$ cat src/source/cu_pkg.sv
package cu_pkg;

	//////////////////////////////////////////////////
	// Widths and limits
	//////////////////////////////////////////////////

	// Host byte address
	localparam int ADDR_BITS       = 64;
	// Address step from one cache line to the next
	localparam int LINE_BYTES      = 128;
	localparam int LINE_DATA_BITS  = 64;
	// Array sizes and job counters count lines
	localparam int SIZE_BITS       = 32;
	// Tag carries the line index
	localparam int TAG_BITS        = 32;
	// Read credits, same as the line buffer depth
	localparam int MAX_OUTSTANDING = 8;
	localparam int CREDIT_BITS     = $clog2(MAX_OUTSTANDING + 1);
	localparam int BUF_PTR_BITS    = $clog2(MAX_OUTSTANDING);

	//////////////////////////////////////////////////
	// Modes and opcodes
	//////////////////////////////////////////////////

	typedef enum logic [1:0] {
		MODE_IDLE = 2'd0,
		MODE_READ = 2'd1,
		MODE_COPY = 2'd2
	} cu_mode_t;

	typedef enum logic {
		CMD_READ  = 1'b0,
		CMD_WRITE = 1'b1
	} cmd_opcode_t;

	//////////////////////////////////////////////////
	// Bus lines
	//////////////////////////////////////////////////

	typedef struct packed {
		logic                 valid;
		logic [ADDR_BITS-1:0] array_send;
		logic [ADDR_BITS-1:0] array_receive;
		logic [SIZE_BITS-1:0] size_send;
	} job_desc_t;

	typedef struct packed {
		logic                      valid;
		cmd_opcode_t               opcode;
		logic [ADDR_BITS-1:0]      address;
		logic [TAG_BITS-1:0]       tag;
		logic [LINE_DATA_BITS-1:0] data;
	} command_line_t;

	// Data is only meaningful on read responses
	typedef struct packed {
		logic                      valid;
		logic [TAG_BITS-1:0]       tag;
		logic [LINE_DATA_BITS-1:0] data;
	} response_line_t;

endpackage

$ cat src/source/cu_config_regs.sv
`timescale 1ns/1ps

module cu_config_regs (
	input  logic              clock,
	input  logic              rstn,
	input  logic              enabled_in,
	input  cu_pkg::job_desc_t wed_request,
	input  cu_pkg::cu_mode_t  cu_configure,
	output logic              enabled,
	output cu_pkg::cu_mode_t  mode,
	output cu_pkg::job_desc_t job,
	output logic              job_start
);
	import cu_pkg::*;

	//////////////////////////////////////////////////
	// Host enable
	//////////////////////////////////////////////////

	// Registered once, everything downstream runs off this copy
	always_ff @(posedge clock or negedge rstn) begin
		if (!rstn) begin
			enabled <= 1'b0;
		end else begin
			enabled <= enabled_in;
		end
	end

	//////////////////////////////////////////////////
	// Mode word
	//////////////////////////////////////////////////

	// An idle word from the host keeps the last mode
	always_ff @(posedge clock or negedge rstn) begin
		if (!rstn) begin
			mode <= MODE_IDLE;
		end else begin
			if (enabled && (cu_configure != MODE_IDLE)) begin
				mode <= cu_configure;
			end
		end
	end

	//////////////////////////////////////////////////
	// Job descriptor
	//////////////////////////////////////////////////

	// Start pulse lines up with the new descriptor
	always_ff @(posedge clock or negedge rstn) begin
		if (!rstn) begin
			job       <= '0;
			job_start <= 1'b0;
		end else begin
			if (enabled) begin
				job_start <= wed_request.valid;
				if (wed_request.valid) begin
					job <= wed_request;
				end
			end
		end
	end

endmodule

$ cat src/source/cu_control.sv
`timescale 1ns/1ps

module cu_control (
	input  logic                         clock,
	input  logic                         rstn,
	input  logic                         enabled_in,
	input  cu_pkg::job_desc_t            wed_request,
	input  cu_pkg::cu_mode_t             cu_configure,
	input  cu_pkg::response_line_t       read_response,
	input  cu_pkg::response_line_t       write_response,
	input  logic                         read_buffer_full,
	input  logic                         write_buffer_full,
	output cu_pkg::command_line_t        read_command,
	output cu_pkg::command_line_t        write_command,
	output logic                         cu_done,
	output logic [cu_pkg::SIZE_BITS-1:0] cu_return,
	output cu_pkg::cu_mode_t             cu_status
);
	import cu_pkg::*;

	logic                 enabled;
	cu_mode_t             mode;
	job_desc_t            job;
	logic                 job_start;
	response_line_t       read_line;
	logic                 pop;
	logic [SIZE_BITS-1:0] read_done_count;
	logic [SIZE_BITS-1:0] write_done_count;

	//////////////////////////////////////////////////
	// Configuration
	//////////////////////////////////////////////////

	cu_config_regs cu_config_regs_i (
		.clock        (clock),
		.rstn         (rstn),
		.enabled_in   (enabled_in),
		.wed_request  (wed_request),
		.cu_configure (cu_configure),
		.enabled      (enabled),
		.mode         (mode),
		.job          (job),
		.job_start    (job_start)
	);

	//////////////////////////////////////////////////
	// Engines
	//////////////////////////////////////////////////

	cu_read_engine cu_read_engine_i (
		.clock            (clock),
		.rstn             (rstn),
		.enabled          (enabled),
		.mode             (mode),
		.job              (job),
		.job_start        (job_start),
		.read_buffer_full (read_buffer_full),
		.read_response    (read_response),
		.pop              (pop),
		.read_command     (read_command),
		.read_line        (read_line),
		.read_done_count  (read_done_count)
	);

	// Pop strobe goes back as the read credit
	cu_write_engine cu_write_engine_i (
		.clock             (clock),
		.rstn              (rstn),
		.enabled           (enabled),
		.job               (job),
		.job_start         (job_start),
		.read_line         (read_line),
		.write_buffer_full (write_buffer_full),
		.write_response    (write_response),
		.pop               (pop),
		.write_command     (write_command),
		.write_done_count  (write_done_count)
	);

	//////////////////////////////////////////////////
	// Status
	//////////////////////////////////////////////////

	cu_job_status cu_job_status_i (
		.clock            (clock),
		.rstn             (rstn),
		.enabled          (enabled),
		.mode             (mode),
		.job              (job),
		.job_start        (job_start),
		.read_done_count  (read_done_count),
		.write_done_count (write_done_count),
		.cu_done          (cu_done),
		.cu_return        (cu_return),
		.cu_status        (cu_status)
	);

endmodule

$ cat src/source/cu_job_status.sv
`timescale 1ns/1ps

module cu_job_status (
	input  logic                         clock,
	input  logic                         rstn,
	input  logic                         enabled,
	input  cu_pkg::cu_mode_t             mode,
	input  cu_pkg::job_desc_t            job,
	input  logic                         job_start,
	input  logic [cu_pkg::SIZE_BITS-1:0] read_done_count,
	input  logic [cu_pkg::SIZE_BITS-1:0] write_done_count,
	output logic                         cu_done,
	output logic [cu_pkg::SIZE_BITS-1:0] cu_return,
	output cu_pkg::cu_mode_t             cu_status
);
	import cu_pkg::*;

	logic                 done_next;
	logic [SIZE_BITS-1:0] return_next;

	// Copy jobs finish on the writes, read-only jobs on the reads
	always_comb begin
		done_next   = 1'b0;
		return_next = '0;
		if (job.valid) begin
			case (mode)
				MODE_COPY: begin
					done_next   = (write_done_count == job.size_send);
					return_next = write_done_count;
				end
				MODE_READ: begin
					done_next   = (read_done_count == job.size_send);
					return_next = read_done_count;
				end
				default: begin
					done_next   = 1'b0;
					return_next = '0;
				end
			endcase
		end
	end

	always_ff @(posedge clock or negedge rstn) begin
		if (!rstn) begin
			cu_done   <= 1'b0;
			cu_return <= '0;
			cu_status <= MODE_IDLE;
		end else begin
			if (enabled) begin
				cu_status <= mode;
				// Counts of the old job are still visible on the start cycle
				if (job_start) begin
					cu_done   <= 1'b0;
					cu_return <= '0;
				end else begin
					cu_done   <= done_next;
					cu_return <= return_next;
				end
			end
		end
	end

endmodule

$ cat src/source/cu_read_engine.sv
`timescale 1ns/1ps

module cu_read_engine (
	input  logic                         clock,
	input  logic                         rstn,
	input  logic                         enabled,
	input  cu_pkg::cu_mode_t             mode,
	input  cu_pkg::job_desc_t            job,
	input  logic                         job_start,
	input  logic                         read_buffer_full,
	input  cu_pkg::response_line_t       read_response,
	input  logic                         pop,
	output cu_pkg::command_line_t        read_command,
	output cu_pkg::response_line_t       read_line,
	output logic [cu_pkg::SIZE_BITS-1:0] read_done_count
);
	import cu_pkg::*;

	logic [SIZE_BITS-1:0]   line_index;
	logic [SIZE_BITS-1:0]   cur_index;
	logic [CREDIT_BITS-1:0] credits;
	command_line_t          issue_cmd;
	command_line_t          new_cmd;
	logic                   advance;
	logic                   issue;
	logic                   refund;

	//////////////////////////////////////////////////
	// Issue decision
	//////////////////////////////////////////////////

	// A fresh job starts from line zero in its first cycle
	assign cur_index = job_start ? '0 : line_index;

	// Issue slot moves on only if the host was not full last cycle
	assign advance = issue_cmd.valid && !read_buffer_full;

	assign issue = (mode != MODE_IDLE) && job.valid && (cur_index < job.size_send) &&
		(credits != '0) && (!issue_cmd.valid || advance);

	// Copy mode gets credits back when the line leaves the buffer
	assign refund = (mode == MODE_COPY) ? pop : read_response.valid;

	always_comb begin
		new_cmd         = '0;
		new_cmd.valid   = 1'b1;
		new_cmd.opcode  = CMD_READ;
		new_cmd.address = job.array_send + ADDR_BITS'(cur_index) * ADDR_BITS'(LINE_BYTES);
		new_cmd.tag     = TAG_BITS'(cur_index);
	end

	//////////////////////////////////////////////////
	// Line index and credits
	//////////////////////////////////////////////////

	always_ff @(posedge clock or negedge rstn) begin
		if (!rstn) begin
			line_index <= '0;
			credits    <= CREDIT_BITS'(MAX_OUTSTANDING);
		end else begin
			if (enabled) begin
				line_index <= cur_index + SIZE_BITS'(issue);
				credits    <= credits - CREDIT_BITS'(issue) + CREDIT_BITS'(refund);
			end
		end
	end

	//////////////////////////////////////////////////
	// Issue and output registers
	//////////////////////////////////////////////////

	always_ff @(posedge clock or negedge rstn) begin
		if (!rstn) begin
			issue_cmd    <= '0;
			read_command <= '0;
		end else begin
			if (enabled) begin
				if (issue) begin
					issue_cmd <= new_cmd;
				end else if (advance) begin
					issue_cmd.valid <= 1'b0;
				end
				// Held in the issue slot while the host is full
				if (advance) begin
					read_command <= issue_cmd;
				end else begin
					read_command.valid <= 1'b0;
				end
			end
		end
	end

	//////////////////////////////////////////////////
	// Responses
	//////////////////////////////////////////////////

	always_ff @(posedge clock or negedge rstn) begin
		if (!rstn) begin
			read_done_count <= '0;
		end else begin
			if (enabled) begin
				if (job_start) begin
					read_done_count <= '0;
				end else if (read_response.valid) begin
					read_done_count <= read_done_count + SIZE_BITS'(1);
				end
			end
		end
	end

	// Read-only jobs drop the data here
	always_comb begin
		read_line       = read_response;
		read_line.valid = read_response.valid && (mode == MODE_COPY);
	end

endmodule

$ cat src/source/cu_write_engine.sv
`timescale 1ns/1ps

module cu_write_engine (
	input  logic                         clock,
	input  logic                         rstn,
	input  logic                         enabled,
	input  cu_pkg::job_desc_t            job,
	input  logic                         job_start,
	input  cu_pkg::response_line_t       read_line,
	input  logic                         write_buffer_full,
	input  cu_pkg::response_line_t       write_response,
	output logic                         pop,
	output cu_pkg::command_line_t        write_command,
	output logic [cu_pkg::SIZE_BITS-1:0] write_done_count
);
	import cu_pkg::*;

	logic [TAG_BITS-1:0]       buf_tag  [MAX_OUTSTANDING];
	logic [LINE_DATA_BITS-1:0] buf_data [MAX_OUTSTANDING];
	logic [BUF_PTR_BITS-1:0]   wr_ptr;
	logic [BUF_PTR_BITS-1:0]   rd_ptr;
	logic [CREDIT_BITS-1:0]    fill;
	logic                      push;
	command_line_t             next_write;

	function automatic logic [BUF_PTR_BITS-1:0] next_ptr(input logic [BUF_PTR_BITS-1:0] ptr);
		logic [BUF_PTR_BITS-1:0] result;
		if (ptr == BUF_PTR_BITS'(MAX_OUTSTANDING - 1)) begin
			result = '0;
		end else begin
			result = ptr + BUF_PTR_BITS'(1);
		end
		return result;
	endfunction

	//////////////////////////////////////////////////
	// Line buffer
	//////////////////////////////////////////////////

	assign push = enabled && read_line.valid;

	// One entry leaves per write issued
	assign pop = enabled && (fill != '0) && !write_buffer_full;

	always_ff @(posedge clock) begin
		if (push) begin
			buf_tag[wr_ptr]  <= read_line.tag;
			buf_data[wr_ptr] <= read_line.data;
		end
	end

	// Read credits keep the fill at or below the depth
	always_ff @(posedge clock or negedge rstn) begin
		if (!rstn) begin
			wr_ptr <= '0;
			rd_ptr <= '0;
			fill   <= '0;
		end else begin
			if (push) begin
				wr_ptr <= next_ptr(wr_ptr);
			end
			if (pop) begin
				rd_ptr <= next_ptr(rd_ptr);
			end
			fill <= fill + CREDIT_BITS'(push) - CREDIT_BITS'(pop);
		end
	end

	//////////////////////////////////////////////////
	// Write commands
	//////////////////////////////////////////////////

	// Destination line is picked by the tag, so order does not matter
	always_comb begin
		next_write         = '0;
		next_write.valid   = 1'b1;
		next_write.opcode  = CMD_WRITE;
		next_write.address = job.array_receive +
			ADDR_BITS'(buf_tag[rd_ptr]) * ADDR_BITS'(LINE_BYTES);
		next_write.tag     = buf_tag[rd_ptr];
		next_write.data    = buf_data[rd_ptr];
	end

	always_ff @(posedge clock or negedge rstn) begin
		if (!rstn) begin
			write_command <= '0;
		end else begin
			if (enabled) begin
				if (pop) begin
					write_command <= next_write;
				end else begin
					write_command.valid <= 1'b0;
				end
			end
		end
	end

	//////////////////////////////////////////////////
	// Responses
	//////////////////////////////////////////////////

	always_ff @(posedge clock or negedge rstn) begin
		if (!rstn) begin
			write_done_count <= '0;
		end else begin
			if (enabled) begin
				if (job_start) begin
					write_done_count <= '0;
				end else if (write_response.valid) begin
					write_done_count <= write_done_count + SIZE_BITS'(1);
				end
			end
		end
	end

endmodule

$ cat config.mk
export PLATFORM = sky130hd
export DESIGN_NAME = cu_control
export DESIGN_NICKNAME = d
export VERILOG_FILES = /design/src/source/cu_pkg.sv /design/src/source/cu_config_regs.sv /design/src/source/cu_control.sv /design/src/source/cu_job_status.sv /design/src/source/cu_read_engine.sv /design/src/source/cu_write_engine.sv
export SDC_FILE = /design/constraint.sdc
export NUM_CORES = 2
export LEC_CHECK = 0
export ABC_CLOCK_PERIOD_IN_PS = 8730
export BUFFER_PORTS_ARGS = -buffer_cell sky130_fd_sc_hd__buf_2
export CAP_MARGIN = 15
export CORE_ASPECT_RATIO = 0.75
export CORE_UTILIZATION = 45
export CTS_BUF_LIST = sky130_fd_sc_hd__clkbuf_4
export CTS_CLUSTER_DIAMETER = 50
export DETAILED_ROUTE_END_ITERATION = 8
export HOLD_SLACK_MARGIN = 0.02
export MAX_ROUTING_LAYER = met4
export PLACE_DENSITY = 0.74
export SLEW_MARGIN = 20
export SYNTH_ARGS = -nofsm -noshare
export SYNTH_HDL_FRONTEND = slang
export SYNTH_SLANG_ARGS = --single-unit
$ cat constraint.sdc
create_clock -name clock -period 8.73 [get_ports clock]
set_input_delay 0.873 -clock clock [delete_from_list [all_inputs] [get_ports clock]]
set_output_delay 0.873 -clock clock [all_outputs]
set_load 0.05 [all_outputs]
=== Yosys cells after proc, flatten, opt, wreduce, memory -nomap -nowiden ===
Memories as Yosys holds them, arrays and structs flattened. A register that Yosys moved wholly into a read port is not among the register bits.
Index checks and enable logic that the tools add are counted.

* Memories: 2
* RAM bits: 768
* ROM bits: 0
* Latch bits: 0
* Register bits: 602
* Bits of input ports: 362
* Output and inout bits: 359
* Word-level logic and storage cells: 96

* Add/sub/neg operators: 11
* Equality and inequality tests: 6
* Bitwise operators: 0
* Reductions and logical operators: 29
* Magnitude comparators: 1
* Shifts and indexed selects: 0
* Multipliers: 0
* Multiplexer cells: 20
* Div/mod/pow operators: 0

{| class="wikitable"
|+ Memories
! name !! words !! width !! read ports !! clocked after memory_dff !! wr ports !! RTL line !! RTL
|-
| cu_write_engine_i.buf_data || 8 || 64 || 1 || 1 || 1 || cu_write_engine.sv:19 || <nowiki>logic [LINE_DATA_BITS-1:0] buf_data [MAX_OUTSTANDING];</nowiki>
|-
| cu_write_engine_i.buf_tag || 8 || 32 || 1 || 0 || 1 || cu_write_engine.sv:18 || <nowiki>logic [TAG_BITS-1:0] buf_tag [MAX_OUTSTANDING];</nowiki>
|}

{| class="wikitable"
|+ Operators by type and width
! operator !! count
|-
| two-way mux 32 bit || 7
|-
| adder 64 x 39 -> 64 bit || 2
|-
| adder 32 x 1 -> 32 bit (second input constant) || 2
|-
| equality test 32 bit || 2
|-
| case mux 32 bit (2 select lines) || 1
|-
| adder 32 x 1 -> 32 bit || 1
|-
| < comparator 32 bit || 1
|-
| AND reduction 2 bit || 7
|-
| logical AND 1 bit || 10
|-
| nonzero test 2 bit || 5
|-
| two-way mux 1 bit || 9
|-
| adder 4 x 1 -> 4 bit || 2
|-
| nonzero test 4 bit || 2
|-
| subtractor 4 x 1 -> 4 bit || 2
|-
| adder 3 x 1 -> 3 bit (second input constant) || 2
|-
| equality test 3 bit (second input constant) || 2
|-
| two-way mux 3 bit || 2
|-
| zero test 1 bit || 4
|-
| equality test 2 x 1 -> 1 bit (second input constant) || 1
|-
| equality test 2 bit (second input constant) || 1
|-
| case mux 1 bit (2 select lines) || 1
|-
| logical OR 1 bit || 1
|}

=== Logic depth before layout (Yosys ltp) ===
* Word-level depth: 7
* Gate-level depth with buffers: 23

=== Cells and area by module ===
From an unflattened synthesis, not the netlist that was laid out.

* Cell total of the unflattened synthesis: 4213
* Area, all modules: 61925.6 µm²

{| class="wikitable"
|+ Modules (own cells, without submodules)
! module !! times used !! cells each !! area each (µm²) !! sequential area each (µm²)
|-
| cu_write_engine || 1 || 2208 || 38664.6 || 28167.0
|-
| cu_read_engine || 1 || 1446 || 14904.3 || 6557.5
|-
| cu_config_regs || 1 || 350 || 6118.4 || 4129.0
|-
| cu_job_status || 1 || 209 || 2238.4 || 875.8
|}

=== Worst setup path before layout ===
No wires, ideal clock.

* Path kind: input-to-reg
* From: input read_response[96] (netlist name)
* To: memory cu_write_engine_i.buf_data[0][0] (enable)
* Buffers on the path: 0
* Stages on the path: 3
* Arrival: 7867 ps
* Path slack: 195 ps
* Cells stage by stage: nand3_1 > or2_2 > nor3_1

* Word-level cells in the longest chain between the ends: 4

{| class="wikitable"
|+ RTL lines
! what !! RTL line !! RTL
|-
| start: declaration || cu_control.sv:9 || <nowiki>input cu_pkg::response_line_t read_response,</nowiki>
|-
| logical AND 1 bit || cu_read_engine.sv:114 || <nowiki>read_line.valid = read_response.valid && (mode == MODE_COPY);</nowiki>
|-
| logical AND 1 bit || cu_write_engine.sv:40 || <nowiki>assign push = enabled && read_line.valid;</nowiki>
|-
| two-way mux 1 bit || cu_write_engine.sv:46 || <nowiki>if (push) begin</nowiki>
|-
| two-way mux 1 bit (implied by the code) || cu_write_engine.sv:48 || <nowiki>buf_data[wr_ptr] <= read_line.data;</nowiki>
|-
| end: declaration || cu_write_engine.sv:19 ||
|}

Every way passes these cells.

==> flow_metrics.py <==
metrics = {
    "critical_path": {
        "reg2reg_depth": 13,
        "crit_type": "reg2reg",
        "max_stage_delay_ns": 0.90,
        "crit_arrival_ns": 6.84,
        "cp-end-kind": "flop",
        "r2r-end": "cu_write_engine_i.write_command[148]",
        "cp_num_buf_inv": 1,
        "reg2reg_slack_ns": 3.07,
        "critPathRequiredTime_ns": 9.91,
        "worst_path_max_delay_cell": "dfrtp_4",
        "critPathMaxFanout": 68,
        "worstReg2RegStart": "cu_write_engine_i.rd_ptr[0]",
        "crit_path_cell_trace": "buf_12, mux4_2, mux2_2, ha_1, a21o_1, a21o_1, a21o_1, a22oi_1, o21ai_1, a31oi_1, o21a_1, mux2i_1, nand3_1",
        "start_kind": "flop",
        "crit_family": "compound AO/OA/AOI/OAI gates",
        "cp_common_cell": "a21o_1",
    },
    "cts": {
        "clkSlewWorstSetupHoldPaths_ns": 0.08,
        "clk_latency_ns": 1.34,
        "cts_tree": "yes",
        "cts_root_buf": "clkbuf_4",
        "post_cts_buffers": 0,
        "cts.sinks": 1434,
        "cts_buffers": 362,
        "cts_resized": 0,
        "clockBufferDepth": 4,
        "h-tree-depth": 5,
    },
    "placed_design": {
        "port_buffers": 559,
        "dp_slack_ns": 3.08,
        "place.gp.congestion": 0.927,
        "hpwl_um": 103000,
    },
    "power_and_ir_drop": {
        "switching_share_pct": 37.4,
        "combPwrFrac_pct": 33.3,
        "clockPowerShare_pct": 26.3,
        "finalPower_w": 0.0215,
        "cellPowerDensity_nw_per_um2": 294,
        "p_leak_nw": 30.1,
        "p_switching_w": 0.00803,
        "vdd_drop_max_mv": 0.253,
        "p_int_w": 0.0135,
        "power.share.sequential_pct": 40.4,
    },
    "synthesis": {
        "syn_area_um2": 61300,
        "async_flop_share_pct": 46.4,
        "synth_edf_count": 768,
        "synth_flop_cell": "edfxtp_1",
        "ys_warn_count": 0,
        "ys_seq_area_share_pct": 64.8,
        "syn_inst": 4230,
        "synthDistinctLibCells": 86,
        "ys_seq_elements": 1434,
        "syn_avg_cell_area_um2": 14.5,
    },
    "hold_path": {
        "hold_start": "enabled_in",
        "holdPathEnd": "cu_config_regs_i.enabled",
        "worstHoldPathCells": 2,
        "hold_path.class": "in2reg",
    },
    "timing": {
        "rsz0062_at_grt": "false",
        "drv_slew": 0,
        "tns_ns": 0,
        "tightest_slew_ns": 1.04,
        "fin_crit_sh_pct": 64.8,
        "max_freq_ghz": 0.177,
        "clock_skew_ns": 0.181,
        "setup_viol": 0,
        "finalHoldViolations": 0,
        "fin_ws_ns": 3.07,
        "finalCriticalPeriod_ns": 5.66,
        "relSlewSlack_pct": 30.6,
    },
    "floorplan": {
        "die_h_um": 322,
        "ios": 721,
        "placeableCoreArea_um2": 134000,
        "rows": 116,
        "initial_core_util_pct": 45.7,
        "die_x_um": 428,
        "dieArea_um2": 138000,
    },
    "route": {
        "dr.pass1.iters": 5,
        "ant_nets": 0,
        "drt_iter0_drc": 3295,
        "post-route-drc-count": 0,
        "viasPerCell": 5.48,
        "wire_per_inst_um": 22.2,
        "wirelength_um": 163000,
        "vias": 40200,
    },
    "global_routing": {
        "grt_pass1_vias": 40900,
        "grt_max_degree": 141,
        "grt.overflow.total": 0,
        "grt_pass1_wl_um": 246000,
        "grt_usage_pct": 24.3,
        "antenna_found_initial": 20,
    },
    "final_layout": {
        "finish.utilization_pct": 54.5,
        "synthToLayoutAreaGrowth_pct": 19.3,
        "nets": 5749,
        "drive_above_1_share_pct": 31.3,
    },
    "run_status": {
        "status": "finished clean",
    },
    "run": {
        "maxCapViolCount": 0,
    },
}
worst register-to-register path, stage by stage (launching register included):
cell	delay, ns
dfrtp_4	0.90
buf_12	0.49
mux4_2	0.69
mux2_2	0.31
ha_1	0.35
a21o_1	0.18
a21o_1	0.17
a21o_1	0.19
a22oi_1	0.59
o21ai_1	0.32
a31oi_1	0.48
o21a_1	0.49
mux2i_1	0.25
nand3_1	0.09
cells in the final DEF (no fill, tap or decap), drive strengths merged, types with 9 or more instances in the layout:
master / Yosys / layout
clkbuf: 150 / 542
xnor2: 121 / 121
a211oi: 16 / 16
clkinv: 0 / 83
dlygate4sd3: 0 / 265
nor4: 16 / 16
nor2b: 33 / 33
nand3: 73 / 73
and2: 19 / 19
nand4: 37 / 37
buf: 112 / 610
inv: 88 / 92
mux4: 192 / 192
nor2: 131 / 131
nor3: 31 / 31
diode: 0 / 22
mux2i: 103 / 103
o2bb2ai: 37 / 37
a21oi: 88 / 88
a22oi: 35 / 35
dfrtp: 665 / 665
xor2: 87 / 87
o21ai: 226 / 226
a21o: 61 / 61
o21bai: 10 / 10
and3: 33 / 33
nand2: 532 / 532
o31ai: 9 / 9
or3: 14 / 14
a31oi: 16 / 16
and4: 14 / 14
mux2: 304 / 304
conb: 1 / 65
nand2b: 14 / 14
edfxtp: 768 / 768
ha: 113 / 113
Yosys cell counts (all sizes together), types with 35 or more instances:
master   count  area [µm²]
mux4       192        4320
a21oi       88         444
a22oi       35         263
mux2i      103        1030
mux2       304        3420
o21ai      226        1130
clkbuf     150         564
nand2      532        2000
a21o        61         458
o2bb2ai     37         324
nand3       73         370
inv         88         330
nor2       131         494
nand4       37         231
ha         113        1410
dfrtp      665       16600
xor2        87         762
buf        112         711
edfxtp     768       23100
xnor2      121        1060
per-stage QoR:
| step | hold WS (ns) | std cells | cell area [µm²] |
|---|---|---|---|
| 2_1_floorplan | 0.433 | 4294 | 61600 |
| 3_3_place_gp | 0.441 | 6412 | 66000 |
| 3_5_place_dp | 0.451 | 6412 | 66000 |
| 4_1_cts | 0.0951 | 7312 | 73100 |
| 5_1_grt | 0.151 | 7333 | 73200 |
| 6_report | 0.242 | 7334 | 73200 |
logic make-up after synthesis:
family	count (synthesis)	synth area share, %
DFF	1434	64.8
and+or+nand+nor	967	7.13
muxes	599	14.3
AOI/OAI and AO/OA	555	5.80
buffers and inverters	350	2.62
xor gates and xnor gates	208	2.97
adders and majority gates	116	2.40
other	1	0.00611
how the worst max path moves through the flow:
stage                                 from                              endpoint  slack, ns  depth (start not counted)
2_1_floorplan            read_response[96]      cu_write_engine_i.buf_data[0][0]       0.20                          3
3_3_place_gp   cu_write_engine_i.rd_ptr[0]  cu_write_engine_i.write_command[148]       3.08                         13
3_5_place_dp   cu_write_engine_i.rd_ptr[0]  cu_write_engine_i.write_command[148]       3.08                         13
4_1_cts        cu_write_engine_i.rd_ptr[0]  cu_write_engine_i.write_command[148]       2.96                         13
5_1_grt        cu_write_engine_i.rd_ptr[0]  cu_write_engine_i.write_command[148]       2.74                         13
6_report       cu_write_engine_i.rd_ptr[0]  cu_write_engine_i.write_command[148]       3.07                         13
power groups by stage:
stage	combinational [W]	clock [W]	sequential, W
after floorplan	0.00360	0	0.0103
after global placement	0.00693	0	0.00877
after detailed placement	0.00704	0	0.00880
after CTS	0.00717	0.00578	0.00867
after global routing	0.00763	0.00615	0.00878
final	0.00715	0.00566	0.00867
final cells by class:
cell class / instances / area [µm²]
Fill cell: 10800 / 61100
Clock buffer: 542 / 4070
Tap cell: 1770 / 2210
Clock inverter: 93 / 458
Sequential cell: 1434 / 39700
Inverter: 88 / 330
Multi-Input combinational cell: 2510 / 20300
Antenna cell: 22 / 55.1
Timing Repair Buffer: 875 / 5990
registers in the layout, indices dropped and copies added, names as in the netlist:
name	count
cu_write_engine_i.buf_data	512
cu_write_engine_i.buf_tag	256
cu_write_engine_i.write_command	162
cu_config_regs_i.job	161
cu_read_engine_i.issue_cmd	97
cu_read_engine_i.read_command	97
cu_job_status_i.cu_return	32
cu_read_engine_i.line_index	32
cu_read_engine_i.read_done_count	32
cu_write_engine_i.write_done_count	32
cu_read_engine_i.credits	4
cu_write_engine_i.fill	4
cu_write_engine_i.rd_ptr	3
cu_write_engine_i.wr_ptr	3
cu_config_regs_i.mode	2
cu_job_status_i.cu_status	2
cu_config_regs_i.enabled	1
cu_config_regs_i.job_start	1
cu_job_status_i.cu_done	1
timing repair:
item                                   4_1_cts  5_1_grt
endpoints found under the hold margin     1050        0
setup endpoints to repair                    0        0
hold buffers                               265        0
routing by layer:
layer	wire, µm	vias up	track usage [%]
li1	-	17800	-
met1	68300	20300	31.4
met2	76900	1684	37.0
met3	10700	379	4.62
met4	7330	0	12.1
met5	0	-	-
(Power assumes the default switching activity.)
